===== src/source/hwce_defines.svh =====
//////////////////////////////////////////////////////////////////////
// tap count, datapath and bus widths
// register word indices of the configuration port
//////////////////////////////////////////////////////////////////////

`ifndef HWCE_DEFINES_SVH
`define HWCE_DEFINES_SVH

// filter and datapath
`define HWCE_TAPS    5
`define HWCE_PIX_W   16
`define HWCE_ACC_W   40

// bus widths
`define HWCE_ADDR_W  32
`define HWCE_DATA_W  32
`define HWCE_ID_W    8

// register word index, taken from address bits 4:2
`define HWCE_REG_TRIGGER 3'd0
`define HWCE_REG_STATUS  3'd1
`define HWCE_REG_WBASE   3'd2
`define HWCE_REG_XLEN    3'd3
`define HWCE_REG_QF      3'd4
`define HWCE_REG_FLAGS   3'd5

`endif

===== src/source/hwce_data_pkg.sv =====
//////////////////////////////////////////////////////////////////////
// pixel, weight and accumulator types
// weight set and convolution window
//////////////////////////////////////////////////////////////////////

`include "hwce_defines.svh"

package hwce_data_pkg;

  typedef logic signed [`HWCE_PIX_W-1:0]  pixel_t;
  typedef logic signed [`HWCE_PIX_W-1:0]  weight_t;
  typedef logic signed [`HWCE_ACC_W-1:0]  acc_t;
  typedef logic        [`HWCE_ADDR_W-1:0] mem_addr_t;

  // tap j is applied to window pixel j
  typedef struct packed {
    weight_t [`HWCE_TAPS-1:0] taps;
    pixel_t                   bias;
  } weight_set_t;

  // x[0] is the oldest pixel, y is the matching partial sum
  typedef struct packed {
    pixel_t [`HWCE_TAPS-1:0] x;
    pixel_t                  y;
  } window_t;

endpackage


===== src/source/hwce_weight_loader.sv =====
//////////////////////////////////////////////////////////////////////
// memory master fetching the filter taps and the bias
//////////////////////////////////////////////////////////////////////

`timescale 1ns/10ps

`include "hwce_defines.svh"

module hwce_weight_loader (
  input  logic                       clk_fast_i,
  input  logic                       rst_n,
  input  logic                       start_i,
  input  hwce_data_pkg::mem_addr_t   base_i,
  input  logic                       mem_gnt_i,
  input  logic                       mem_r_valid_i,
  input  logic [`HWCE_DATA_W-1:0]    mem_rdata_i,
  output logic                       mem_req_o,
  output hwce_data_pkg::mem_addr_t   mem_addr_o,
  output hwce_data_pkg::weight_set_t weights_o,
  output logic                       done_o
);
  import hwce_data_pkg::*;

  // taps plus bias
  localparam int unsigned NWORDS = `HWCE_TAPS + 1;

  logic       active_q;
  logic [2:0] req_cnt_q;
  logic [2:0] rsp_cnt_q;
  logic       rsp_fire;
  logic       last_rsp;

  // requests run ahead of responses
  assign mem_req_o  = active_q & (req_cnt_q < NWORDS);
  assign mem_addr_o = base_i + mem_addr_t'({req_cnt_q, 2'b00});
  assign rsp_fire   = mem_r_valid_i & active_q;
  assign last_rsp   = rsp_fire & (rsp_cnt_q == NWORDS - 1);

  always_ff @(posedge clk_fast_i or negedge rst_n) begin
    if (rst_n == 1'b0) begin
      active_q  <= 1'b0;
      req_cnt_q <= '0;
      rsp_cnt_q <= '0;
      done_o    <= 1'b0;
    end else begin
      done_o <= last_rsp;
      if (start_i) begin
        active_q  <= 1'b1;
        req_cnt_q <= '0;
        rsp_cnt_q <= '0;
      end else begin
        if (mem_req_o && mem_gnt_i) begin
          req_cnt_q <= req_cnt_q + 1'b1;
        end
        if (rsp_fire) begin
          rsp_cnt_q <= rsp_cnt_q + 1'b1;
        end
        if (last_rsp) begin
          active_q <= 1'b0;
        end
      end
    end
  end

  // responses land by arrival order, low half of each word
  always_ff @(posedge clk_fast_i) begin
    if (rsp_fire) begin
      if (rsp_cnt_q == `HWCE_TAPS) begin
        weights_o.bias <= pixel_t'(mem_rdata_i[`HWCE_PIX_W-1:0]);
      end else begin
        weights_o.taps[rsp_cnt_q] <= weight_t'(mem_rdata_i[`HWCE_PIX_W-1:0]);
      end
    end
  end

  // a request burst only opens right after a start
  a_req_in_load : assert property (@(posedge clk_fast_i) disable iff (!rst_n)
    $rose(mem_req_o) |-> $past(start_i));

endmodule


===== config.mk =====
export PLATFORM = sky130hd
export DESIGN_NAME = hwce_weight_loader
export DESIGN_NICKNAME = d
export VERILOG_FILES = /design/src/source/hwce_data_pkg.sv /design/src/source/hwce_weight_loader.sv
export VERILOG_INCLUDE_DIRS = /design/src /design/src/source
export SDC_FILE = /design/constraint.sdc
export NUM_CORES = 1
export LEC_CHECK = 0
export ABC_AREA = 1
export BUFFER_PORTS_ARGS = -buffer_cell sky130_fd_sc_hd__buf_2
export CORE_MARGIN = 5
export CORE_UTILIZATION = 52
export CTS_BUF_LIST = sky130_fd_sc_hd__clkbuf_4 sky130_fd_sc_hd__clkbuf_8
export CTS_CLUSTER_SIZE = 28
export DETAILED_ROUTE_END_ITERATION = 12
export PLACE_DENSITY = 0.94
export REMOVE_ABC_BUFFERS = 1
export SYNTH_ARGS = -nofsm -noshare
export SYNTH_HDL_FRONTEND = slang
export SYNTH_SLANG_ARGS = --single-unit

===== constraint.sdc =====
create_clock -name clk_fast_i -period 5.4 [get_ports clk_fast_i]
set_clock_uncertainty 0.05 [all_clocks]
set_input_delay 1.62 -clock clk_fast_i [delete_from_list [all_inputs] [get_ports clk_fast_i]]
set_output_delay 1.62 -clock clk_fast_i [all_outputs]
set_load 0.005 [all_outputs]

==> results.md <==
- Top Ports: 199
- Seq pwr share: 61.7%
- Largest net degree at the start of global routing: 19
- Ant diodes: 0
- Avg Synthesized Cell Area: 12.67 um^2
- Complex-gate fraction of the synthesized area: 1.365%
- Leakage Power: 2.422 nW
- Die Span Y: 101.0 um
- Critical path type: primary input to output pin
- Cell area after synthesis: 4308 um^2
- Post-synthesis adder-cell area fraction: 2.207%
- Num CTS Buffers: 9
- Fin. Hold Viols: 0
- Layout Nets: 606
- Fraction of layout instances using a drive strength above 1: 40.56%
- Routed vias/inst: 5.066
- Area growth syn-to-layout: 28.46%
- Yosys cell types: 29
- Design Power: 0.001485 W
- Worst Max-Slew Pin Slew: 1.007 ns
- Cell Rows: 33
- Sw Ratio: 23.52%
- Largest family of logic cells by synthesized area: simple AND/OR/NAND/NOR gates
- Detailed Routing Iterations Pass 1: 5
- Most frequent cells in the layout: 178 x buf_2, 96 x edfxtp_1, 93 x nand2_1
- Fmax: 0.2009 GHz
- Port buffer count: 178
- Synthesized flop and latch total: 104
- TNS Setup: 0 ns
- Unrepaired setup endpoints after global routing: no
- Final Wtd Congestion: 0.9117
- Post-synthesis sequential area ratio: 71.57%
- DRC viols: 0
- Worst Path Arrival: 3.31 ns
- Initial Utilization: 52.96%
- Logic pwr share: 9.8%
- Crit path max fanout: 6
- Vias in the first global route: 3182
- Setup slack after layout: 0.4215 ns
- Clock Path Buffers: 2
- Most common cell after layout, fill and taps aside: buf_2
- Simple-gate share of the synthesized area: 18.65%
- HP Class: flop to flop
- All-layer global routing usage: 20.94%
- Die width: 101.0 um
- P per Cell Area: 268.4 nW/um^2
- Max-cap violations: 0
- CP required: 3.73 ns
- Post-CTS Setup Bufs: 0
- Max-slew violation count: 0
- Worst Setup End Kind: output pin
- DIE AREA: 10210 um^2
- DR vias: 3242
- Final Setup Violations: 0
- Relative slew slack: 32.78%
- H-tree depth: 3
- GRT overflow: 0
- Hold WS: 0.5363 ns
- XOR/XNOR Fraction of Synth Area: 3.427%
- Pre-CTS setup slack: 0.4164 ns
- Post-DP HPWL: 8536 um
- Cells after Synth: 340
- Sinks on Clock Net: 104
- Power share of the clock group: 28.5%
- Post-route cell area: 5534 um^2
- Placed Area: 5351 um^2
- Period minus WS final: 4.978 ns
- First-pass GRT wire length: 15920 um
- Core ar.: 8134 um^2
- Resize count post-CTS: 0
- Number of flops mapped to enable cells by yosys: 96
- Post-synthesis mux area share: 0%
- CTS Hold Bufs: 0
- Clk_lat worst skew: 0.35 ns
- CTS tree: built
- Worst vdd ir: 0.1279 mV
- WL final: 10740 um
- Worst setup SP type: primary input
- Async set or reset register ratio after synthesis: 7.692%
- Initial antenna violation count: 0
- Synth warnings: 0
- Antenna viol nets, final: 0
- Clock Tree Root: clkbuf_8
- Crit share post-route: 92.19%
- Internal Power: 0.001136 W
- Iter 0 DRT Violations: 151
- Worst-path clk slew: 0.09 ns
- Sw Pwr: 0.0003493 W
- Predominant post-synthesis flop cell: edfxtp_1
- Status: finished, final reports clean
- Post-DR wirelength/cell: 16.78 um
final cells by class:
type / instances / area [um^2]
Fill cell: 605 / 2600
Inverter: 28 / 105.1
Clock buffer: 9 / 123.9
Sequential cell: 104 / 3083
Clock inverter: 7 / 58.81
Tap cell: 105 / 131.4
Timing Repair Buffer: 181 / 913.4
Multi-Input combinational cell: 206 / 1119
synthesized netlist by cell type (3+ instances only):
cell type | n | area share, %
dfrtp_1 | 8 | 4.6
edfxtp_1 | 96 | 67
ha_1 | 6 | 1.7
inv_1 | 27 | 2.4
nand2_1 | 93 | 8.1
nand3_1 | 13 | 1.5
nand3b_1 | 10 | 1.7
nor2_1 | 40 | 3.5
nor2_2 | 5 | 0.73
nor2_4 | 3 | 0.78
xnor2_1 | 6 | 1.2
xor2_1 | 9 | 1.8
power groups by stage:
stage          Clock (W)  Combinational (W)  Sequential [W]
2_1_floorplan          0          0.0000566        0.000935
3_3_place_gp           0           0.000143        0.000932
3_5_place_dp           0           0.000146        0.000935
4_1_cts         0.000433           0.000147        0.000916
5_1_grt         0.000472           0.000162        0.000919
6_report        0.000423           0.000146        0.000916
final timing paths:
check	from	endpoint	slack, ns	depth (start not counted)
setup / recovery	base_i[2]	mem_addr_o[28]	0.42	11
hold / removal	active_q	active_q	0.54	2
setup reg to reg	rsp_cnt_q[1]	weights_o[14]	3.39	4
hold reg to reg	active_q	active_q	0.54	2
max in group asynchronous	rst_n	done_o	4.09	1
min in group asynchronous	rst_n	req_cnt_q[0]	1.04	1
worst max-delay path, cell delays in order:
cell	delay (ns)
buf_2	0.08
ha_1	0.19
inv_1	0.08
fa_1	0.44
o21ai_4	0.32
nand2_4	0.13
nor2_4	0.14
nand2_1	0.06
nand2_1	0.05
nand2_1	0.06
buf_2	0.13
routing by layer:
| metal | wire (um) | GRT usage (%) |
|---|---|---|
| met5 | 0 | 0 |
| met4 | 180 | 7.771 |
| met3 | 1107 | 5.675 |
| met2 | 5372 | 36.05 |
| met1 | 4080 | 25.21 |
cell families after synthesis:
logic type / Yosys count
XOR/XNOR: 16
AND/OR/NAND/NOR: 175
adder cells (fa/ha/maj): 7
buffers and inverters: 30
AO/OA/AOI/OAI: 8
flip-flops: 104
state kept, by name, summed over array words and instances (netlist names):
register / flops
req_cnt_q: 3
rsp_cnt_q: 3
weights_o: 96
done_o: 1
active_q: 1
through the flow:
stage | util, % | cells
CTS | 68.04 | 640
floorplan | - | 338
global placement | 65.79 | 624
finish | 68.04 | 640
global route | 68.04 | 640
detailed placement | 65.79 | 624
(Power assumes the default switching activity.)
