===== config.mk =====
export PLATFORM = sky130hd
export DESIGN_NAME = hwce_regfile
export DESIGN_NICKNAME = d
export VERILOG_FILES = /design/src/source/hwce_cfg_pkg.sv /design/src/source/hwce_regfile.sv
export VERILOG_INCLUDE_DIRS = /design/src /design/src/source
export SDC_FILE = /design/constraint.sdc
export NUM_CORES = 1
export LEC_CHECK = 0
export BUFFER_PORTS_ARGS = -buffer_cell sky130_fd_sc_hd__buf_4
export CELL_PAD_IN_SITES_DETAIL_PLACEMENT = 1
export CELL_PAD_IN_SITES_GLOBAL_PLACEMENT = 1
export CORE_UTILIZATION = 35
export CTS_BUF_LIST = sky130_fd_sc_hd__clkbuf_8
export CTS_CLUSTER_SIZE = 20
export DETAILED_ROUTE_END_ITERATION = 10
export GPL_ROUTABILITY_DRIVEN = 0
export PLACE_DENSITY = 0.82
export SLEW_MARGIN = 15
export SYNTH_ARGS = -nofsm -noshare
export SYNTH_HDL_FRONTEND = slang
export SYNTH_SLANG_ARGS = --single-unit

===== constraint.sdc =====
create_clock -name clk_fast_i -period 1.65 [get_ports clk_fast_i]
set_clock_uncertainty 0.2 [all_clocks]
set_input_delay 0.33 -clock clk_fast_i [delete_from_list [all_inputs] [get_ports clk_fast_i]]
set_output_delay 0.33 -clock clk_fast_i [all_outputs]
set_load 0.005 [all_outputs]

===== src/source/hwce_defines.svh =====
//////////////////////////////////////////////////////////////////////
// tap count, datapath and bus widths
// register word indices of the configuration port
//////////////////////////////////////////////////////////////////////

`ifndef HWCE_DEFINES_SVH
`define HWCE_DEFINES_SVH

// filter and datapath
`define HWCE_TAPS    5
`define HWCE_PIX_W   16
`define HWCE_ACC_W   40

// bus widths
`define HWCE_ADDR_W  32
`define HWCE_DATA_W  32
`define HWCE_ID_W    8

// register word index, taken from address bits 4:2
`define HWCE_REG_TRIGGER 3'd0
`define HWCE_REG_STATUS  3'd1
`define HWCE_REG_WBASE   3'd2
`define HWCE_REG_XLEN    3'd3
`define HWCE_REG_QF      3'd4
`define HWCE_REG_FLAGS   3'd5

`endif

===== src/source/hwce_cfg_pkg.sv =====
//////////////////////////////////////////////////////////////////////
// configuration bus request and response structs
// job parameter set and controller state encoding
//////////////////////////////////////////////////////////////////////

`include "hwce_defines.svh"

package hwce_cfg_pkg;

  typedef struct packed {
    logic [`HWCE_ADDR_W-1:0] addr;
    logic                    we;
    logic [`HWCE_DATA_W-1:0] wdata;
    logic [`HWCE_ID_W-1:0]   id;
  } cfg_req_t;

  typedef struct packed {
    logic [`HWCE_DATA_W-1:0] rdata;
    logic [`HWCE_ID_W-1:0]   id;
  } cfg_rsp_t;

  // everything a job needs, frozen while busy
  typedef struct packed {
    logic [`HWCE_ADDR_W-1:0] wbase;
    logic [`HWCE_PIX_W-1:0]  x_len;
    logic [4:0]              qf;
    logic                    relu;
  } job_params_t;

  typedef enum logic [1:0] {IDLE, LOAD, COMPUTE, DRAIN} ctrl_state_t;

endpackage


===== src/source/hwce_regfile.sv =====
//////////////////////////////////////////////////////////////////////
// configuration slave with job registers, trigger and status
//////////////////////////////////////////////////////////////////////

`timescale 1ns/10ps

`include "hwce_defines.svh"

module hwce_regfile (
  input  logic                      clk_fast_i,
  input  logic                      rst_n,
  input  logic                      cfg_req_i,
  input  hwce_cfg_pkg::cfg_req_t    cfg_req_data_i,
  input  logic                      busy_i,
  output logic                      cfg_gnt_o,
  output logic                      cfg_r_valid_o,
  output hwce_cfg_pkg::cfg_rsp_t    cfg_rsp_o,
  output hwce_cfg_pkg::job_params_t params_o,
  output logic                      trigger_o
);
  import hwce_cfg_pkg::*;

  logic [2:0] reg_idx;
  logic       wr_en;
  cfg_rsp_t   rsp_d;

  // single-cycle grant
  assign cfg_gnt_o = cfg_req_i;
  assign reg_idx   = cfg_req_data_i.addr[4:2];
  assign wr_en     = cfg_req_i & cfg_req_data_i.we;
  assign trigger_o = wr_en & (reg_idx == `HWCE_REG_TRIGGER) & ~busy_i;

  // read mux, writes answer with zero
  always_comb begin
    rsp_d.id    = cfg_req_data_i.id;
    rsp_d.rdata = '0;
    if (!cfg_req_data_i.we) begin
      case (reg_idx)
        `HWCE_REG_STATUS: rsp_d.rdata = `HWCE_DATA_W'(busy_i);
        `HWCE_REG_WBASE:  rsp_d.rdata = params_o.wbase;
        `HWCE_REG_XLEN:   rsp_d.rdata = `HWCE_DATA_W'(params_o.x_len);
        `HWCE_REG_QF:     rsp_d.rdata = `HWCE_DATA_W'(params_o.qf);
        `HWCE_REG_FLAGS:  rsp_d.rdata = `HWCE_DATA_W'(params_o.relu);
        default:          rsp_d.rdata = '0;
      endcase
    end
  end

  // job registers, locked during a job
  always_ff @(posedge clk_fast_i or negedge rst_n) begin
    if (rst_n == 1'b0) begin
      params_o <= '0;
    end else if (wr_en && !busy_i) begin
      case (reg_idx)
        `HWCE_REG_WBASE: params_o.wbase <= cfg_req_data_i.wdata;
        `HWCE_REG_XLEN:  params_o.x_len <= cfg_req_data_i.wdata[`HWCE_PIX_W-1:0];
        `HWCE_REG_QF:    params_o.qf    <= cfg_req_data_i.wdata[4:0];
        `HWCE_REG_FLAGS: params_o.relu  <= cfg_req_data_i.wdata[0];
        default: ;
      endcase
    end
  end

  always_ff @(posedge clk_fast_i or negedge rst_n) begin
    if (rst_n == 1'b0) begin
      cfg_r_valid_o <= 1'b0;
    end else begin
      cfg_r_valid_o <= cfg_req_i;
    end
  end

  always_ff @(posedge clk_fast_i) begin
    if (cfg_req_i) begin
      cfg_rsp_o <= rsp_d;
    end
  end

  // every grant is answered on the next cycle with its own ID
  a_rsp_follows_req : assert property (@(posedge clk_fast_i) disable iff (!rst_n)
    cfg_req_i |=> cfg_r_valid_o && cfg_rsp_o.id == $past(cfg_req_data_i.id));

endmodule


==> results.yml <==
min_path:
  min_to: "params_o[20]"
  hold_class: "in -> reg"
  min_from: "cfg_req_data_i[22]"
  hold_depth: 2
synth:
  yosys_warnings: 0
  ys_ff_latch: 95
  synth_cell_types: 27
  yosysSeqAreaShare: 0.652
  synth_area_um2: 3950
  synth_cells: 242
  syn_avg_cell_area_um2: 16.3
  synth_nets: 319
grt:
  grt_pass1_wl_mm: 16.0
  grtUsageTotal: 0.185
  grt_max_degree: 43
  antenna_found_initial: 0
  grt_pass1_vias: 2934
  overflow: 0
timing:
  timing.fmax_ghz: 0.615
  finalHoldViolations: 0
  final.setup.tns_ns: 0
  fin_crit_ns: 1.63
  post-route-period-util: 0.986
  final_max_slew_viol_count: 0
  tightest_slew_ns: 0.420
  finalSetupViolations: 0
  relSlewSlack: 0.720
  rsz0062_at_grt: "true"
worst_setup_path:
  cp-start-kind: "primary input"
  end_kind: "output port"
  reg2reg_slack_ns: 0.39
  reg2reg_depth: 3
  path_max_fanout: 11
  critPathKind: "in -> out"
  rr_startpoint: "params_o[0]"
  startpoint: "cfg_req_data_i[44]"
  r2r_end: "cfg_rsp_o[8]"
  cp_data_arrival_time_ns: 1.10
  required_ns: 1.12
floorplanning:
  die_y_um: 108
  core_um2: 10900
  die_area_um2: 11700
  die_x_um: 108
  initial_core_util: 0.362
  ioPinCount: 174
  rows: 38
finish:
  insertedDiodeCount: 0
  nFillCells: 1095
  layout_commonest_cell: "buf_4"
  finalInstanceArea_um2: 5940
  nets: 517
  final_util: 0.543
  drive_above_1_share: 0.546
  area_delta_synth_final_pct: 50.3
  layout_common_cells: "156 x buf_4, 55 x dfrtp_1, 40 x edfxtp_1"
  fin_cells: 585
drt:
  drc_errors: 0
  drt-total-wl_mm: 10.4
  viasPerCell: 4.65
  first_iter_violations: 93
  num_vias: 2718
  ant_nets: 0
  dr.pass1.iters: 4
  wl_per_cell_um: 17.7
placement:
  placed_area_um2: 5290
  numPortBuffers: 144
  place_hpwl_mm: 7.02
  place_inst: 529
clock_network:
  path_clk_slew_ns: 0.09
  cts_max_level: 3
  cts_tree: "done"
  clock-sinks: 95
  clock_path_buffers: 2
  cts_buffers: 9
  clk_latency_ns: 0.36
  clock-root-buffer: "clkbuf_8"
flow_run:
  maxCapViolCount: 0
outcome:
  outcome: "complete, no violations"
pwr:
  powerDensity_nw_per_um2: 977
  power_leakage_nw: 2.83
  vdd_drop_max_v: 0.000446
  p_total_w: 0.00581
## what timing repair did
item                       4_1_cts  5_1_grt
pin swaps                        1        1
gates resized for setup         10        2
cloned                           1        0
hold buffers                    35        2
buffers inserted                 0        2
setup endpoints to repair       39       13
hold endpoints to repair        71        2
## routing by layer
layer,vias up,GRT usage,part of all wire
met5,-,0,0
met4,0,0.0627,0.0094
met3,9,0.0488,0.058
met2,86,0.319,0.52
met1,1360,0.222,0.42
li1,1263,-,-
## cells by family (layout without fill, tap and decap cells)
logic type | Yosys count | in the layout | synth area share
AND/OR/NAND/NOR | 51 | 51 | 0.0801
flip-flops | 95 | 95 | 0.652
buffers and inverters | 16 | 219 | 0.0320
multiplexers | 67 | 67 | 0.216
AO/OA/AOI/OAI | 13 | 13 | 0.0206
## cells in the mapped netlist
cell type,count,share of area
dfrtp_1,55,0.35
edfxtp_1,40,0.30
mux2_4,30,0.11
mux2_2,25,0.071
and2_1,16,0.025
mux2i_1,12,0.030
nor2_1,11,0.010
nand3b_1,9,0.017
a21oi_1,7,0.0089
nand2_1,6,0.0057
buf_2,5,0.0063
clkbuf_1,5,0.0047
a21o_1,4,0.0076
buf_12,3,0.015
or4b_1,2,0.0051
a211o_1,1,0.0022
and3b_1,1,0.0022
buf_1,1,0.00095
buf_4,1,0.0019
buf_6,1,0.0028
nand3b_4,1,0.0051
nor2_2,1,0.0016
nor3_1,1,0.0013
nor3_2,1,0.0025
nor4_1,1,0.0016
o31ai_1,1,0.0019
or3b_2,1,0.0022
## sequential cells by signal (all words and copies together) (netlist names)
name and cells:
cfg_r_valid_o 1, cfg_rsp_o 40, params_o 54
## report_power, final
part	leakage (nW)	internal (W)	switching, W
logic	1.63	0.000850	0.000408
clock network	0.0924	0.000690	0.000829
registers	1.11	0.00278	0.000247
## how the worst max path moves through the flow
| stage | endpoint | slack, ns | cells after the start |
|---|---|---|---|
| floorplan | params_o[22] | -0.22 | 5 |
| global placement | params_o[30] | -0.47 | 5 |
| detailed placement | params_o[26] | -0.50 | 5 |
| CTS | trigger_o | -0.04 | 5 |
| global route | trigger_o | -0.01 | 5 |
| finish | trigger_o | 0.02 | 5 |
## per-stage QoR
step | hold WS (ns) | setup slack (ns)
after floorplan | -0.166 | -0.217
after global placement | 0.0726 | -0.472
after detailed placement | 0.0863 | -0.505
after CTS | 0.000925 | -0.0370
after global routing | 0.00516 | -0.0133
final | 0.0151 | 0.0232
## cell type report
type,instances,area [um2],share of cell area
timing repair buffer,203,1710,0.288
sequential,95,2580,0.434
tap,140,175,0.0295
multi-input combinational,131,1290,0.216
clock inverter,7,66.3,0.0112
clock buffer,9,124,0.0208
## critical path, stage by stage
cell and delay (ns):
buf_4 0.11, buf_4 0.13, buf_6 0.14, nor4_4 0.24
buf_4 0.15
(Power assumes the default switching activity.)
