File: config.mk
export PLATFORM = sky130hd
export DESIGN_NAME = hwce_sop
export DESIGN_NICKNAME = d
export VERILOG_FILES = /design/src/source/hwce_data_pkg.sv /design/src/source/hwce_sop.sv
export VERILOG_INCLUDE_DIRS = /design/src /design/src/source
export SDC_FILE = /design/constraint.sdc
export NUM_CORES = 2
export LEC_CHECK = 0
export BUFFER_PORTS_ARGS = -buffer_cell sky130_fd_sc_hd__clkbuf_2
export CAP_MARGIN = 10
export CORE_ASPECT_RATIO = 1.5
export CORE_MARGIN = 2
export CORE_UTILIZATION = 55
export CTS_CLUSTER_SIZE = 40
export DETAILED_ROUTE_END_ITERATION = 8
export GPL_TIMING_DRIVEN = 0
export PLACE_DENSITY_LB_ADDON = 0.3
export SETUP_SLACK_MARGIN = 0.15
export SLEW_MARGIN = 20
export SYNTH_ARGS = -nofsm -noshare
export SYNTH_HDL_FRONTEND = slang
export SYNTH_SLANG_ARGS = --single-unit
File: constraint.sdc
create_clock -name clk_fast_i -period 9.7 [get_ports clk_fast_i]
set_input_delay 1.455 -clock clk_fast_i [delete_from_list [all_inputs] [get_ports clk_fast_i]]
set_output_delay 1.455 -clock clk_fast_i [all_outputs]
set_load 0.01 [all_outputs]
File: src/source/hwce_defines.svh
//////////////////////////////////////////////////////////////////////
// tap count, datapath and bus widths
// register word indices of the configuration port
//////////////////////////////////////////////////////////////////////

`ifndef HWCE_DEFINES_SVH
`define HWCE_DEFINES_SVH

// filter and datapath
`define HWCE_TAPS    5
`define HWCE_PIX_W   16
`define HWCE_ACC_W   40

// bus widths
`define HWCE_ADDR_W  32
`define HWCE_DATA_W  32
`define HWCE_ID_W    8

// register word index, taken from address bits 4:2
`define HWCE_REG_TRIGGER 3'd0
`define HWCE_REG_STATUS  3'd1
`define HWCE_REG_WBASE   3'd2
`define HWCE_REG_XLEN    3'd3
`define HWCE_REG_QF      3'd4
`define HWCE_REG_FLAGS   3'd5

`endif
File: src/source/hwce_data_pkg.sv
//////////////////////////////////////////////////////////////////////
// pixel, weight and accumulator types
// weight set and convolution window
//////////////////////////////////////////////////////////////////////

`include "hwce_defines.svh"

package hwce_data_pkg;

  typedef logic signed [`HWCE_PIX_W-1:0]  pixel_t;
  typedef logic signed [`HWCE_PIX_W-1:0]  weight_t;
  typedef logic signed [`HWCE_ACC_W-1:0]  acc_t;
  typedef logic        [`HWCE_ADDR_W-1:0] mem_addr_t;

  // tap j is applied to window pixel j
  typedef struct packed {
    weight_t [`HWCE_TAPS-1:0] taps;
    pixel_t                   bias;
  } weight_set_t;

  // x[0] is the oldest pixel, y is the matching partial sum
  typedef struct packed {
    pixel_t [`HWCE_TAPS-1:0] x;
    pixel_t                  y;
  } window_t;

endpackage

File: src/source/hwce_sop.sv
//////////////////////////////////////////////////////////////////////
// three-stage sum of products with fixed-point scaling,
// saturation and rectifier
//////////////////////////////////////////////////////////////////////

`timescale 1ns/10ps

`include "hwce_defines.svh"

module hwce_sop (
  input  logic                       clk_fast_i,
  input  logic                       rst_n,
  input  logic                       win_valid_i,
  input  hwce_data_pkg::window_t     win_i,
  input  hwce_data_pkg::weight_set_t weights_i,
  input  logic [4:0]                 qf_i,
  input  logic                       relu_i,
  input  logic                       y_out_ready_i,
  output logic                       win_ready_o,
  output logic                       y_out_valid_o,
  output hwce_data_pkg::pixel_t      y_out_o
);
  import hwce_data_pkg::*;

  localparam acc_t SAT_MAX = acc_t'(2 ** (`HWCE_PIX_W - 1) - 1);
  localparam acc_t SAT_MIN = -acc_t'(2 ** (`HWCE_PIX_W - 1));

  logic   advance;
  logic   s1_valid_q;
  logic   s2_valid_q;
  acc_t   prod_q [`HWCE_TAPS];
  pixel_t y_q;
  acc_t   sum_d;
  acc_t   sum_q;
  acc_t   shifted;
  pixel_t result;

  // whole pipe freezes on output back-pressure
  assign advance     = ~(y_out_valid_o & ~y_out_ready_i);
  assign win_ready_o = advance;

  //////////////////////////////////////////////////////////////////////
  // stage 2: products, partial sum and bias in qf scale
  //////////////////////////////////////////////////////////////////////
  always_comb begin
    sum_d = (acc_t'(y_q) <<< qf_i) + (acc_t'(weights_i.bias) <<< qf_i);
    for (int j = 0; j < `HWCE_TAPS; j++) begin
      sum_d = sum_d + prod_q[j];
    end
  end

  //////////////////////////////////////////////////////////////////////
  // stage 3: back to pixel scale, clamp, rectify
  //////////////////////////////////////////////////////////////////////
  always_comb begin
    shifted = sum_q >>> qf_i;
    if (shifted > SAT_MAX) begin
      result = pixel_t'(SAT_MAX);
    end else if (shifted < SAT_MIN) begin
      result = pixel_t'(SAT_MIN);
    end else begin
      result = pixel_t'(shifted);
    end
    if (relu_i && result[`HWCE_PIX_W-1]) begin
      result = '0;
    end
  end

  always_ff @(posedge clk_fast_i or negedge rst_n) begin
    if (rst_n == 1'b0) begin
      s1_valid_q    <= 1'b0;
      s2_valid_q    <= 1'b0;
      y_out_valid_o <= 1'b0;
    end else if (advance) begin
      s1_valid_q    <= win_valid_i;
      s2_valid_q    <= s1_valid_q;
      y_out_valid_o <= s2_valid_q;
    end
  end

  always_ff @(posedge clk_fast_i) begin
    if (advance) begin
      // tap j times pixel j, full product kept
      for (int j = 0; j < `HWCE_TAPS; j++) begin
        prod_q[j] <= $signed(win_i.x[j]) * $signed(weights_i.taps[j]);
      end
      y_q     <= win_i.y;
      sum_q   <= sum_d;
      y_out_o <= result;
    end
  end

  // a stalled output must not change under the sink
  a_out_stable : assert property (@(posedge clk_fast_i) disable iff (!rst_n)
    y_out_valid_o && !y_out_ready_i |=> y_out_valid_o && $stable(y_out_o));

endmodule

==> impl_metrics.yaml <==
cts:
  clk_pin_slew_worst_paths_ps: 60
  htree_levels: 1
  clk_latency_ps: 580
  numClockSinks: 235
  root_buffer: "clkbuf_16"
  cts_tree: "yes"
  cts_buffer_depth: 3
  ctsResizeCount: 0
  cts_hold_buf: 0
  post-cts-setup-buffers: 0
  cts_buffers: 26
cells_and_area:
  drive_above_1_share: 0.05164
  final_nets: 9430
  utilization: 0.5876
  nFillCells: 10600
  syn2layout_area_growth_pct: 5.993
  stdcell_area_um2: 70880
  final_cell_mix: "inv_1, fa_1, nand2_1"
  final_common_cell: "inv_1"
sta:
  fin_crit_sh: 0.9582
  max_freq_mhz: 107.6
  slew_headroom: 0.2977
  tightestPinTransition_ps: 1043
  skew_ps: 36.08
  finalSetupViolCount: 0
  final_hold_viol_count: 0
  finalSetupTns_ps: 0
  rsz0062_at_grt: "no"
  maxSlewViolCount: 0
  layout_min_cycle_time_ps: 9295
run_status:
  status: "complete, no violations"
yosys:
  ys_async_sr_fraction: 0.01277
  synthesis.area_um2: 66870
  ys_seq_area_frac: 0.1053
  ys_ff_latch: 235
  syn_nets: 9182
  synthDistinctLibCells: 84
  synth_ff_type: "edfxtp_1"
  synth_edf_count: 232
  synth_warnings: 0
  syn_inst: 7034
  yosys.area.top_type: "fa_1"
  syn_area_per_cell_um2: 9.507
  synth_area_leaders: "fa_1, edfxtp_1, inv_1"
  yosysTopAreaCellShare: 0.4475
place:
  hpwl_um: 162400
  gp_congestion: 1.012
  dpl_cell_area_um2: 70040
  io_buffers: 216
worst_setup_path:
  cp-end-kind: "flop"
  rr_endpoint: "sum_q[32]$_DFFE_PN_"
  cp.required_ps: 9990
  reg2reg_setup_slack_ps: 2230
  arrival_ps: 9590
  regToRegStartpoint: "y_q[2]$_DFFE_PN_"
  crit_fanout: 10
  startpoint_type: "input pin"
  crit_type: "input pin to flop"
  r2r_cells: 23
  slowest_stage: "fa_1"
  max_stage_delay_ps: 580
  crit_top_cell: "fa_1"
detailed_routing:
  drc: 0
  vias: 49060
  post_drt_via_cell_ratio: 5.524
  routed_wl_um: 186100
  drtIter0Drc: 3171
  wire_per_inst_um: 20.96
  detail-route-antenna-nets: 0
  dr.pass1.iters: 6
die:
  rows: 156
  die_area_um2: 124400
  dieWidth_um: 288.7
  pin_count: 220
  chipHeight_um: 431.1
  core-area_um2: 120600
  start_util: 0.5544
worst_hold_path:
  min_to: "y_out_valid_o$_DFFE_PN0N_"
  hp-start: "s2_valid_q$_DFFE_PN0N_"
  min_path_cells: 1
  hold_class: "flop to flop"
global_routing:
  grtUsageMet2: 0.5627
  grtUsageMet1: 0.3575
  gr-total-overflow: 0
  grt_pass1_vias: 53910
  grt_antenna_before_repair: 1
  grt_pass1_wl_um: 294100
  grt_max_degree: 59
  use_met3: 0.02819
  busiest_layer: "met2"
  grt.total_usage: 0.3101
run:
  maxCapViolCount: 0
## how the worst max path moves through the flow
stage | start | to | slack [ps] | cells after the start
floorplan | y_out_ready_i | win_ready_o | 1100 | 1
global placement | y_out_ready_i | win_ready_o | -1920 | 3
detailed placement | qf_i[0] | sum_q[39]$_DFFE_PN_ | -10 | 29
CTS | qf_i[0] | sum_q[32]$_DFFE_PN_ | 460 | 28
global route | qf_i[0] | sum_q[32]$_DFFE_PN_ | 170 | 29
finish | qf_i[0] | sum_q[32]$_DFFE_PN_ | 410 | 29
## registers in the layout (all words and copies together), names as in the netlist
register       flops
y_q               16
sum_q             40
s1_valid_q         1
y_out_o           16
s2_valid_q         1
y_out_valid_o      1
prod_q           160
## cells in the mapped netlist, types with 5 or more instances
cell type  number
a211o_1        12
a211oi_1       33
a21o_1         85
a21oi_1       218
a22oi_1         5
a31oi_1        12
and2_1        553
and3_1         14
buf_1          13
buf_2          15
clkbuf_1      196
edfxtp_1      232
fa_1         1495
ha_1          451
inv_1        1747
mux2_2         31
mux2i_1        68
mux4_2         24
nand2_1       845
nand2b_1       49
nand3_1        42
nand4_1         6
nor2_1        254
nor2b_1        31
nor3_1         34
nor4_1          6
o211ai_1       13
o21a_1         42
o21ai_0       102
o21ai_1        13
o21ai_2        12
o21bai_1       22
o22a_1         15
o22ai_1         5
o31ai_1         9
or2_2          10
or3_1          11
xnor2_1       174
xor2_1         43
## critical path: cells and delay by family
kind                     cells  cell delay, ps
adder cells (fa/ha/maj)      5            2420
buffers and inverters        7            1410
XOR/XNOR                     1             430
multiplexers                 1             410
AO/OA/AOI/OAI                7            2120
AND/OR/NAND/NOR              8            1320
## layer usage
metal | routed length [um] | vias to the layer above
li1 | - | 21640
met1 | 65700 | 25040
met2 | 98430 | 1804
met3 | 9559 | 585
met4 | 12450 | 2
met5 | 13 | -
## stage by stage
step           hold WS [ps]  setup slack [ps]  instances
6_report              471.4             405.1       8882
5_1_grt               479.4             168.6       8880
4_1_cts               474.6             460.9       8880
3_5_place_dp          456.8            -10.25       8834
3_3_place_gp          442.0             -1923       8830
2_1_floorplan         430.5              1099       7034
## kinds of logic after synthesis
group	share of synthesized area
flops	0.1053
xor+xnor	0.02842
mux	0.02500
simple gates	0.1335
fa+ha+maj	0.5319
buf+inv	0.1125
compound gates	0.06337
## area by class of cell
type	count	area, um^2	share of cell area
antenna	2	5.005	0.00007061
buffer	231	948.4	0.01338
clock buffer	31	669.4	0.009444
clock inverter	15	161.4	0.002277
inverter	1751	6573	0.09273
multi-input combinational	4817	52320	0.7382
sequential	235	7042	0.09935
tap	1580	1977	0.02789
timing repair buffer	220	1184	0.01670
Power is not shown: default switching activity piles up to over one toggle a cycle in this logic, so the estimate is an artifact.
