File: src/source/hwce_defines.svh
//////////////////////////////////////////////////////////////////////
// tap count, datapath and bus widths
// register word indices of the configuration port
//////////////////////////////////////////////////////////////////////

`ifndef HWCE_DEFINES_SVH
`define HWCE_DEFINES_SVH

// filter and datapath
`define HWCE_TAPS    5
`define HWCE_PIX_W   16
`define HWCE_ACC_W   40

// bus widths
`define HWCE_ADDR_W  32
`define HWCE_DATA_W  32
`define HWCE_ID_W    8

// register word index, taken from address bits 4:2
`define HWCE_REG_TRIGGER 3'd0
`define HWCE_REG_STATUS  3'd1
`define HWCE_REG_WBASE   3'd2
`define HWCE_REG_XLEN    3'd3
`define HWCE_REG_QF      3'd4
`define HWCE_REG_FLAGS   3'd5

`endif
File: src/source/hwce_data_pkg.sv
//////////////////////////////////////////////////////////////////////
// pixel, weight and accumulator types
// weight set and convolution window
//////////////////////////////////////////////////////////////////////

`include "hwce_defines.svh"

package hwce_data_pkg;

  typedef logic signed [`HWCE_PIX_W-1:0]  pixel_t;
  typedef logic signed [`HWCE_PIX_W-1:0]  weight_t;
  typedef logic signed [`HWCE_ACC_W-1:0]  acc_t;
  typedef logic        [`HWCE_ADDR_W-1:0] mem_addr_t;

  // tap j is applied to window pixel j
  typedef struct packed {
    weight_t [`HWCE_TAPS-1:0] taps;
    pixel_t                   bias;
  } weight_set_t;

  // x[0] is the oldest pixel, y is the matching partial sum
  typedef struct packed {
    pixel_t [`HWCE_TAPS-1:0] x;
    pixel_t                  y;
  } window_t;

endpackage

File: src/source/hwce_window.sv
//////////////////////////////////////////////////////////////////////
// tap shift register pairing x_in and y_in into windows
//////////////////////////////////////////////////////////////////////

`timescale 1ns/10ps

`include "hwce_defines.svh"

module hwce_window (
  input  logic                   clk_fast_i,
  input  logic                   rst_n,
  input  logic                   start_i,
  input  logic                   enable_i,
  input  logic                   x_in_valid_i,
  input  hwce_data_pkg::pixel_t  x_in_i,
  input  logic                   y_in_valid_i,
  input  hwce_data_pkg::pixel_t  y_in_i,
  input  logic                   win_ready_i,
  output logic                   x_in_ready_o,
  output logic                   y_in_ready_o,
  output logic                   win_valid_o,
  output hwce_data_pkg::window_t win_o
);
  import hwce_data_pkg::*;

  pixel_t [`HWCE_TAPS-1:0] taps_q;
  pixel_t                  y_q;
  logic [2:0]              fill_q;
  logic                    filling;
  logic                    can_take;
  logic                    x_fire;

  // first TAPS-1 pixels only prime the shift register
  assign filling  = (fill_q != 3'(`HWCE_TAPS - 1));
  assign can_take = enable_i & (~win_valid_o | win_ready_i);

  // once primed, x and y move together
  assign x_in_ready_o = can_take & (filling | y_in_valid_i);
  assign y_in_ready_o = can_take & ~filling & x_in_valid_i;
  assign x_fire       = x_in_valid_i & x_in_ready_o;

  always_ff @(posedge clk_fast_i or negedge rst_n) begin
    if (rst_n == 1'b0) begin
      fill_q      <= '0;
      win_valid_o <= 1'b0;
    end else if (start_i) begin
      fill_q      <= '0;
      win_valid_o <= 1'b0;
    end else begin
      if (x_fire && filling) begin
        fill_q <= fill_q + 1'b1;
      end
      if (x_fire && !filling) begin
        win_valid_o <= 1'b1;
      end else if (win_ready_i) begin
        win_valid_o <= 1'b0;
      end
    end
  end

  // newest pixel enters at the top
  always_ff @(posedge clk_fast_i) begin
    if (x_fire) begin
      taps_q <= {x_in_i, taps_q[`HWCE_TAPS-1:1]};
    end
    if (x_fire && !filling) begin
      y_q <= y_in_i;
    end
  end

  assign win_o = '{x: taps_q, y: y_q};

endmodule

File: config.mk
export PLATFORM = sky130hd
export DESIGN_NAME = hwce_window
export DESIGN_NICKNAME = d
export VERILOG_FILES = /design/src/source/hwce_data_pkg.sv /design/src/source/hwce_window.sv
export VERILOG_INCLUDE_DIRS = /design/src /design/src/source
export SDC_FILE = /design/constraint.sdc
export NUM_CORES = 1
export LEC_CHECK = 0
export ABC_AREA = 1
export BUFFER_PORTS_ARGS = -buffer_cell sky130_fd_sc_hd__buf_2
export CAP_MARGIN = 20
export CORE_MARGIN = 4
export CORE_UTILIZATION = 30
export DETAILED_ROUTE_END_ITERATION = 12
export HOLD_SLACK_MARGIN = 0.15
export SETUP_SLACK_MARGIN = 0.3
export SYNTH_ARGS = -nofsm -noshare
export SYNTH_HDL_FRONTEND = slang
export SYNTH_SLANG_ARGS = --single-unit
File: constraint.sdc
create_clock -name clk_fast_i -period 8.13 [get_ports clk_fast_i]
set_input_delay 0.4065 -clock clk_fast_i [delete_from_list [all_inputs] [get_ports clk_fast_i]]
set_output_delay 0.4065 -clock clk_fast_i [all_outputs]
set_load 0.1 [all_outputs]
==> results.tsv, run 1 <==
metric	value	unit
design_area	4244	sq um
status	completed	
relSlewSlack	0.3280	
syn_area	3188	sq um
vdd_drop_max	0.07982	mV
pre_cts_ws	5.893	ns
swShare	0.3150	
post-cts-setup-buffer-count	0	
portBuffers	137	
rr_worst_depth	6	
start_util	0.3088	
final_max_slew_viol_count	0	
dieArea	12340	sq um
overflow	0	
pwr-share-comb	0.168	
clock_skew	0.01009	ns
fin_util	0.4111	
max_stage_delay	0.73	ns
hold_path.class	input pin to flip-flop	
finalHoldViolCount	0	
hold_slack	0.2237	ns
cts_resized	0	
yosys_warnings	0	
p_clk_frac	0.268	
path_delay_family	buffers and inverters	
avgSynthCellArea	23.44	sq um
syn_inst	136	
min_path_cells	1	
insertedDiodeCount	0	
dr.pass1.iters	4	
gp_routability_congestion	0.6798	
grt_use_total	0.1049	
wl_per_cell	15.35	microns
worst_setup_path_end_kind	flip-flop	
nets	327	
worstMarginPinSlew	1.008	ns
drive_gt1_frac	0.5567	
cts_buffers	9	
power_density	250.1	nW/um^2
cts_root_buf	clkbuf_8	
setup_violations	0	
p_leak	1.715	nW
grt_pass1_vias	1781	
rows	37	
io_pins	138	
antenna_found_initial	0	
p_int	0.7270	mW
yosysSeqAreaShare	0.9356	
max_clock_freq	0.4442	GHz
finalSetupTns	0	ns
core_area	10320	sq um
ys_types	15	
grt_pass1_wl	9887	microns
vias	1713	
totalPowerFinal	1.061	mW
crit_buf_inv	2	
crit_fanout	80	
cts_tree	built	
crit_chain	inv_1 -> ha_1 -> nand2_2 -> o21ai_0 -> nor2_4 -> buf_4	
nFillCells	938	
clock_sinks	100	
placed_area	4059	sq um
hold_buffers	1	
switchingPower	0.3344	mW
drc	0	
drv_cap	0	
rsz0062_at_grt	no	
path_clk_slew	0.10	ns
insertion_delay	0.35	ns
place_inst	410	
crit_slowest_cell	buf_4	
place_hpwl	4880	microns
ys_ff_latch	100	
synth_nets	177	
worstSetupStartpointType	flip-flop	
arrival	2.22	ns
crit_cells	6	
die_height	111.1	microns
stdcell_count	427	
h-tree-depth	3	
syn_to_final_growth	33.12	%
grt_max_degree	81	
cts_buffer_depth	2	
worst_slack	5.879	ns
drtAntennaViolNets	0	
drt-initial-drc-count	78	
cp.required	8.10	ns
seqPwrFrac	0.564	
wl	6554	microns
min_period	2.251	ns
worstSetupPathType	flip-flop to flip-flop	
routed_via_density	4.012	
die_w	111.1	microns
post-route-period-util	0.2769	
[routing by layer]
metal  vias to the layer above  share of wire  track usage  wire (microns)
met5                         -              0            0               0
met1                       824           0.39       0.1185            2536
li1                        812              -            -               -
met4                         0          0.033      0.06083             214
met3                        17          0.055      0.02566             359
met2                        60           0.53       0.1804            3444
[cell usage in the layout (no fill, tap or decap)]
master         netlist  routed
nand3_1              3       3
nor2_4               0       1
nand4_2              1       1
nor2_2               1       1
clkinv_2             0       2
edfxtp_1            96      96
buf_2                0     137
ha_1                 2       2
inv_8                0       1
xnor2_1              1       1
dfrtp_1              4       4
nand2_1              7       7
a21oi_2              1       1
nand3_2              1       1
dlygate4sd3_1        0       1
nor2_1               5       4
clkbuf_1             0       1
clkinv_4             0       1
inv_6                0       2
o21ai_0              1       1
clkbuf_8             0       9
buf_4                0       1
a21oi_4              1       1
inv_1                9       9
nand2_2              3       3
[final timing paths]
kind                                       start                 endpoint  slack [ns]
max                        fill_q[0]$_DFFE_PN0P_      win_o[17]$_DFFE_PN_        5.88
min in group asynchronous                  rst_n    fill_q[1]$_DFFE_PN0P_        0.41
max reg2reg                fill_q[0]$_DFFE_PN0P_      win_o[17]$_DFFE_PN_        5.88
max in group asynchronous                  rst_n  win_valid_o$_DFFE_PN0P_        7.59
min                                   y_in_i[10]        y_q[10]$_DFFE_PP_        0.22
min reg2reg                  win_o[74]$_DFFE_PN_      win_o[58]$_DFFE_PN_        0.44
[cells by family after synthesis]
family	Yosys count	synth area share
and+or+nand+nor	21	0.03375
xor gates and xnor gates	1	0.002748
AOI/OAI and AO/OA	3	0.009420
buffers and inverters	9	0.01060
DFF	100	0.9356
adders and majority gates	2	0.007848
[worst register-to-register path, cell delays in order (launching register included)]
cell and delay [ns]:
dfrtp_1 0.41, inv_1 0.07, ha_1 0.20, nand2_2 0.11, o21ai_0 0.16, nor2_4 0.12, buf_4 0.73
[final cells by class]
type | count | area [sq um] | share of cell area
clock buffer | 10 | 127.6 | 0.03007
clock inverter | 6 | 47.55 | 0.01120
inverter | 9 | 33.78 | 0.007960
multi-input combinational | 27 | 178.9 | 0.04216
sequential | 100 | 2983 | 0.7028
tap | 136 | 170.2 | 0.04009
timing repair buffer | 139 | 703.2 | 0.1657
[power groups by stage]
stage | clock network [mW] | registers, mW | logic [mW]
after detailed placement | 0 | 0.611 | 0.180
after global routing | 0.322 | 0.601 | 0.185
after global placement | 0 | 0.609 | 0.178
final | 0.285 | 0.598 | 0.178
after CTS | 0.297 | 0.599 | 0.180
after floorplan | 0 | 0.736 | 0.0199
[synth_stat cells]
cell	count	area (sq um)
xnor2_1	1	8.760
nor2_2	1	6.260
a21oi_4	1	16.27
a21oi_2	1	8.760
ha_1	2	25.02
nand3_2	1	10.01
inv_1	9	33.78
nand4_2	1	12.51
dfrtp_1	4	100.1
nand3_1	3	15.01
nand2_2	3	18.77
nor2_1	5	18.77
edfxtp_1	96	2883
o21ai_0	1	5.000
nand2_1	7	26.28
[state kept, by name, indices dropped and copies added, names as in the netlist]
| signal | flops |
|---|---|
| win_valid_o | 1 |
| fill_q | 3 |
| win_o | 80 |
| y_q | 16 |
Note: power is estimated with default switching activity, not from simulation.
==> run 2, diff against run 1 <==
ABC_AREA = 0   (was 1)
clock period = 2.2 ns   (was 8.13 ns; I/O delays follow)
==> run 2 against run 1 <==
Sequential share of layout area fell by 7.5 points. Non-clock buffer count rose by 43. Clock-buffer cell count did not move. First-iteration DRC count fell by 50%. Critical path type unchanged.
==> results.tsv, run 2 <==
metric	value	unit
final_max_slew_viol_count	0	
die_height	111.0	microns
r2r-start	fill_q[0]$_DFFE_PN0P_	
place_inst	401	
path_clk_slew	0.09	ns
h-tree-depth	3	
cp.required	2.27	ns
clock_skew	0.01115	ns
synth-main-ff-cell	edfxtp_1	
r2r_end	win_o[85]$_DFFE_PN_	
seqPwrFrac	0.566	
hold_path.class	input pin to flip-flop	
swShare	0.2961	
yosys_warnings	0	
finalHoldViolCount	0	
power_density	808.3	nW/um^2
min_period	1.847	ns
synth_nets	167	
rsz0062_at_grt	yes	
arrival	1.91	ns
crit_slowest_cell	dfrtp_1	
switchingPower	1.139	mW
syn_to_final_growth	49.57	%
path_delay_family	simple AND/OR/NAND/NOR gates	
worstSetupStartpoint	fill_q[0]$_DFFE_PN0P_	
drc	0	
cts_root_buf	clkbuf_8	
seq_area	2987	sq um
dr.pass1.iters	4	
netlist.area_leader.share	0.9057	
worstSetupPathType	flip-flop to flip-flop	
grt_use_total	0.1168	
cp-endpoint	win_o[85]$_DFFE_PN_	
avgSynthCellArea	25.26	sq um
clock_sinks	100	
ys_async_sr_fraction	0.04000	
grt_pass1_vias	1972	
worst_setup_path_end_kind	flip-flop	
max_clock_freq	0.5413	GHz
nets	360	
synthTopCellsByCount	edfxtp_1, nor2_1, dfrtp_1	
core_area	10320	sq um
antenna_found_initial	0	
nFillCells	904	
drtAntennaViolNets	0	
cts_buffer_depth	2	
io_pins	138	
rr_worst_depth	7	
die_w	111.0	microns
grt_max_degree	41	
drive_gt1_frac	0.5185	
totalPowerFinal	3.848	mW
post-route-period-util	0.8397	
syn_area	3183	sq um
vias	1853	
portBuffers	137	
start_util	0.3083	
multi_input_area	217.7	sq um
ys_top_cells_by_area	edfxtp_1, dfrtp_1, ha_1	
relSlewSlack	0.6578	
synth_edf_count	96	
vdd_drop_max	0.3060	mV
ys_ff_latch	100	
max_stage_delay	0.38	ns
overflow	0	
rows	37	
worstMarginPinSlew	0.5168	ns
insertedDiodeCount	0	
ys_types	19	
gp_routability_congestion	0.6996	
wl	7057	microns
p_clk_frac	0.273	
layout_commonest_cell	buf_2	
hold_slack	0.2798	ns
grt_pass1_wl	10930	microns
insertion_delay	0.36	ns
final_cell_mix	buf_2, edfxtp_1, dlygate4sd3_1	
stdcell_count	460	
cts_buffers	9	
yosys.cell_count.top_type	edfxtp_1	
largest_register_ffs	80	
worstSetupStartpointType	flip-flop	
p_int	2.709	mW
setup_violations	0	
rrSetupSlack	0.35	ns
crit_cells	7	
synth_top_cell_by_area	edfxtp_1	
wl_per_cell	15.34	microns
status	completed	
drv_cap	0	
crit_fanout	20	
pwr-share-comb	0.162	
routed_via_density	4.028	
p_leak	1.894	nW
crit_buf_inv	3	
dieArea	12320	sq um
syn_inst	126	
yosysSeqAreaShare	0.9371	
min_path_cells	4	
place_hpwl	4739	microns
drt-initial-drc-count	39	
crit_chain	inv_1 -> ha_1 -> nand2_1 -> nor2_1 -> nor4bb_4 -> buf_6 -> buf_16	
cts_tree	built	
==> run 2: changes by cell type after synthesis, sizes merged, moves of 2 or more <==
cell,change
nor3,+2
nand3,-4
a21oi,-2
mux2,+2
nand2,-8
and2,+2
inv,-7
nand2b,+2
==> run 2: metal layers <==
layer  track usage  routed length (microns)  vias up
met1        0.1304                     2700      894
met4       0.05993                      160        0
met2        0.2039                     3856       62
met5             0                        0        -
met3       0.03166                      339       13
li1              -                        -      884
==> run 2: cells by family after synthesis <==
kind of cell,Yosys count,share of synthesized area
DFF,100,0.9371
and+or+nand+nor,18,0.03970
muxes,3,0.01022
buffers and inverters,2,0.002359
adders and majority gates,2,0.007860
AOI/OAI and AO/OA,1,0.002752
==> run 2: worst min path at each step <==
stage                        start                      end
after floorplan              rst_n    fill_q[0]$_DFFE_PN0P_
final                     enable_i    fill_q[1]$_DFFE_PN0P_
after global placement       rst_n  win_valid_o$_DFFE_PN0P_
after CTS                 enable_i    fill_q[1]$_DFFE_PN0P_
after detailed placement     rst_n  win_valid_o$_DFFE_PN0P_
after global routing      enable_i    fill_q[1]$_DFFE_PN0P_
==> run 2: repair_timing <==
| action | CTS | global route |
|---|---|---|
| hold buffers | 36 | 0 |
| gates cloned | 2 | 2 |
| pin swaps | 1 | 0 |
| endpoints found under the setup margin | 82 | 61 |
| setup buffers | 1 | 2 |
| gates resized for setup | 3 | 6 |
| endpoints found under the hold margin | 40 | 0 |
==> run 2: final cells by class <==
type / instances / share of cell area
Inverter: 2 / 0.001577
Multi-Input combinational cell: 24 / 0.04573
Timing Repair Buffer: 182 / 0.2526
Tap cell: 136 / 0.03574
Clock inverter: 6 / 0.01025
Sequential cell: 100 / 0.6273
Clock buffer: 10 / 0.02681
==> run 2: power by group through the flow <==
| stage | Sequential (mW) | Combinational, mW | Clock, mW |
|---|---|---|---|
| after detailed placement | 2.22 | 0.548 | 0 |
| after floorplan | 2.62 | 0.0425 | 0 |
| final | 2.18 | 0.622 | 1.05 |
| after global placement | 2.22 | 0.544 | 0 |
| after global routing | 2.19 | 0.642 | 1.20 |
| after CTS | 2.18 | 0.609 | 1.10 |
==> run 2: through the flow <==
| step | TNS, ns | worst slack (ns) | cell area (sq um) | utilization |
|---|---|---|---|---|
| final | 0 | 0.3526 | 4761 | 0.4612 |
| after global routing | 0 | 0.2450 | 4761 | 0.4612 |
| after CTS | 0 | 0.2872 | 4678 | 0.4532 |
| after detailed placement | 0 | 0.2701 | 4090 | 0.3962 |
| after global placement | 0 | 0.3010 | 4090 | 0.3962 |
| after floorplan | -158.12 | -1.790 | 3207 | - |
==> run 2: worst register-to-register path, cell delays in order, from the launching register on <==
cell and delay, ns:
dfrtp_1 0.38, inv_1 0.06, ha_1 0.20, nand2_1 0.12
nor2_1 0.10, nor4bb_4 0.30, buf_6 0.21, buf_16 0.18
==> run 3, diff against run 2 <==
clock period = 1.7 ns   (was 2.2 ns; I/O delays follow)
==> run 3 against run 2 <==
The run now ends with setup timing left. Wire length increased by 5.4%. Global-route usage barely moved. Via count is 4.7% higher. Design area is 8.3% higher. Utilization up 3.8 points. Highest routed layer unchanged.
==> results.tsv, run 3 (synthesis results as in run 2) <==
metric	value	unit
hp-start	y_in_valid_i	
worst_setup_path_end_kind	flip-flop	
die_w	111.0	microns
gp_routability_congestion	0.7154	
core_area	10320	sq um
grt_pass1_wl	11140	microns
finalHoldViolCount	0	
antenna_found_initial	0	
syn_to_final_growth	61.91	%
worstSetupStartpointType	flip-flop	
swShare	0.2743	
r2r-start	fill_q[0]$_DFFE_PN0P_	
clock_sinks	100	
p_clk_frac	0.302	
vdd_drop_max	0.4652	mV
drc	0	
worst_slack	-0.06930	ns
max_stage_delay	0.38	ns
setup_violations	98	
drtAntennaViolNets	0	
rsz0062_at_grt	yes	
insertion_delay	0.35	ns
worstSetupPathType	flip-flop to flip-flop	
cp.required	1.78	ns
rows	37	
switchingPower	1.455	mW
crit_fanout	6	
routed_via_density	4.035	
min_period	1.769	ns
path_clk_slew	0.09	ns
hold_path.class	input pin to flip-flop	
final_max_slew_viol_count	0	
totalPowerFinal	5.304	mW
wl_per_cell	15.46	microns
p_int	3.849	mW
power_density	1029	nW/um^2
worstSetupStartpoint	fill_q[0]$_DFFE_PN0P_	
grt_max_degree	19	
crit_slowest_cell	dfrtp_1	
cts_root_buf	clkbuf_8	
largest_register_ffs	80	
h-tree-depth	3	
cts_buffers	9	
max_clock_freq	0.5652	GHz
clock_skew	0.006915	ns
io_pins	138	
cts_tree	built	
grt_use_total	0.1171	
overflow	0	
dr.pass1.iters	3	
arrival	1.85	ns
worstMarginPinSlew	0.5159	ns
stdcell_count	481	
drt-initial-drc-count	64	
seqPwrFrac	0.531	
drv_cap	0	
pwr-share-comb	0.166	
relSlewSlack	0.6585	
violations	setup timing	
cts_buffer_depth	2	
wl	7436	microns
die_height	111.0	microns
crit_chain	inv_2 -> ha_2 -> nand2_2 -> nor2_2 -> nor4bb_4 -> buf_6 -> buf_12 -> clkbuf_16	
nets	382	
drive_gt1_frac	0.5623	
layout_commonest_cell	buf_2	
insertedDiodeCount	0	
p_leak	2.065	nW
start_util	0.3083	
status	complete, but fails checks	
post-route-period-util	1.041	
grt_pass1_vias	2070	
rrSetupSlack	-0.07	ns
vias	1941	
place_inst	415	
final_cell_mix	buf_2, edfxtp_1, dlygate4sd3_1	
portBuffers	137	
dieArea	12320	sq um
place_hpwl	5138	microns
==> run 3: changes by cell type in the layout (fill, tap and decap cells not counted), moves of 3 or more <==
cell,previous run,this run
clkbuf_16,1,4
buf_4,4,7
buf_6,2,9
buf_12,1,9
==> run 3: path summary, 6_finish.rpt <==
check,endpoint,cells past startpoint
worst max-delay path,win_o[25]$_DFFE_PN_,8
worst min-delay path,y_q[13]$_DFFE_PP_,3
worst max register to register,win_o[25]$_DFFE_PN_,8
worst min register to register,win_o[60]$_DFFE_PN_,0
max in group asynchronous,win_valid_o$_DFFE_PN0P_,3
min in group asynchronous,win_valid_o$_DFFE_PN0P_,3
==> run 3: final cells by class <==
type                            instances  area [sq um]
Multi-Input combinational cell         24         244.0
Inverter                                2         7.507
Tap cell                              136         170.2
Clock buffer                           10         127.6
Sequential cell                       100          2987
Clock inverter                          5         85.08
Fill cell                             879          5170
Timing Repair Buffer                  204          1533
==> run 3: worst max-delay path: cells and delay by family (launching register included) <==
kind	cells	cell delay (ns)
AND/OR/NAND/NOR	3	0.49
buffers and inverters	4	0.46
flip-flops	1	0.38
adder cells (fa/ha/maj)	1	0.17
==> run 3: power by group through the flow <==
stage	Sequential (mW)	Combinational (mW)	Clock, mW
after floorplan	3.39	0.0550	0
after CTS	2.82	0.850	1.65
after detailed placement	2.88	0.746	0
after global placement	2.87	0.740	0
final	2.82	0.881	1.60
after global routing	2.83	0.909	1.77
==> run 3: through the flow <==
step	TNS [ns]	utilization	hold slack, ns	area (sq um)	setup slack (ns)
2_1_floorplan	-207.06	-	-0.2106	3207	-2.290
3_3_place_gp	-1.673	0.4141	-0.1019	4275	-0.04405
3_5_place_dp	-2.340	0.4141	-0.1009	4275	-0.05796
4_1_cts	-3.314	0.4856	0.2754	5014	-0.06965
5_1_grt	-11.60	0.4992	0.2586	5154	-0.1437
6_report	-4.564	0.4992	0.2674	5154	-0.06930
==> run 3: routing by layer <==
layer / global-route usage / vias up / share of wire
met5: 0 / - / 0
met4: 0.05090 / 0 / 0.020
met3: 0.02620 / 11 / 0.036
met2: 0.2172 / 52 / 0.57
met1: 0.1269 / 953 / 0.37
li1: - / 925 / -
==> run 3: what timing repair did <==
item	4_1_cts	5_1_grt
resized for setup	15	5
gates cloned	1	5
pin swaps	3	4
endpoints found under the hold margin	40	0
hold buffers	38	0
endpoints found under the setup margin	100	101
setup buffers	5	2
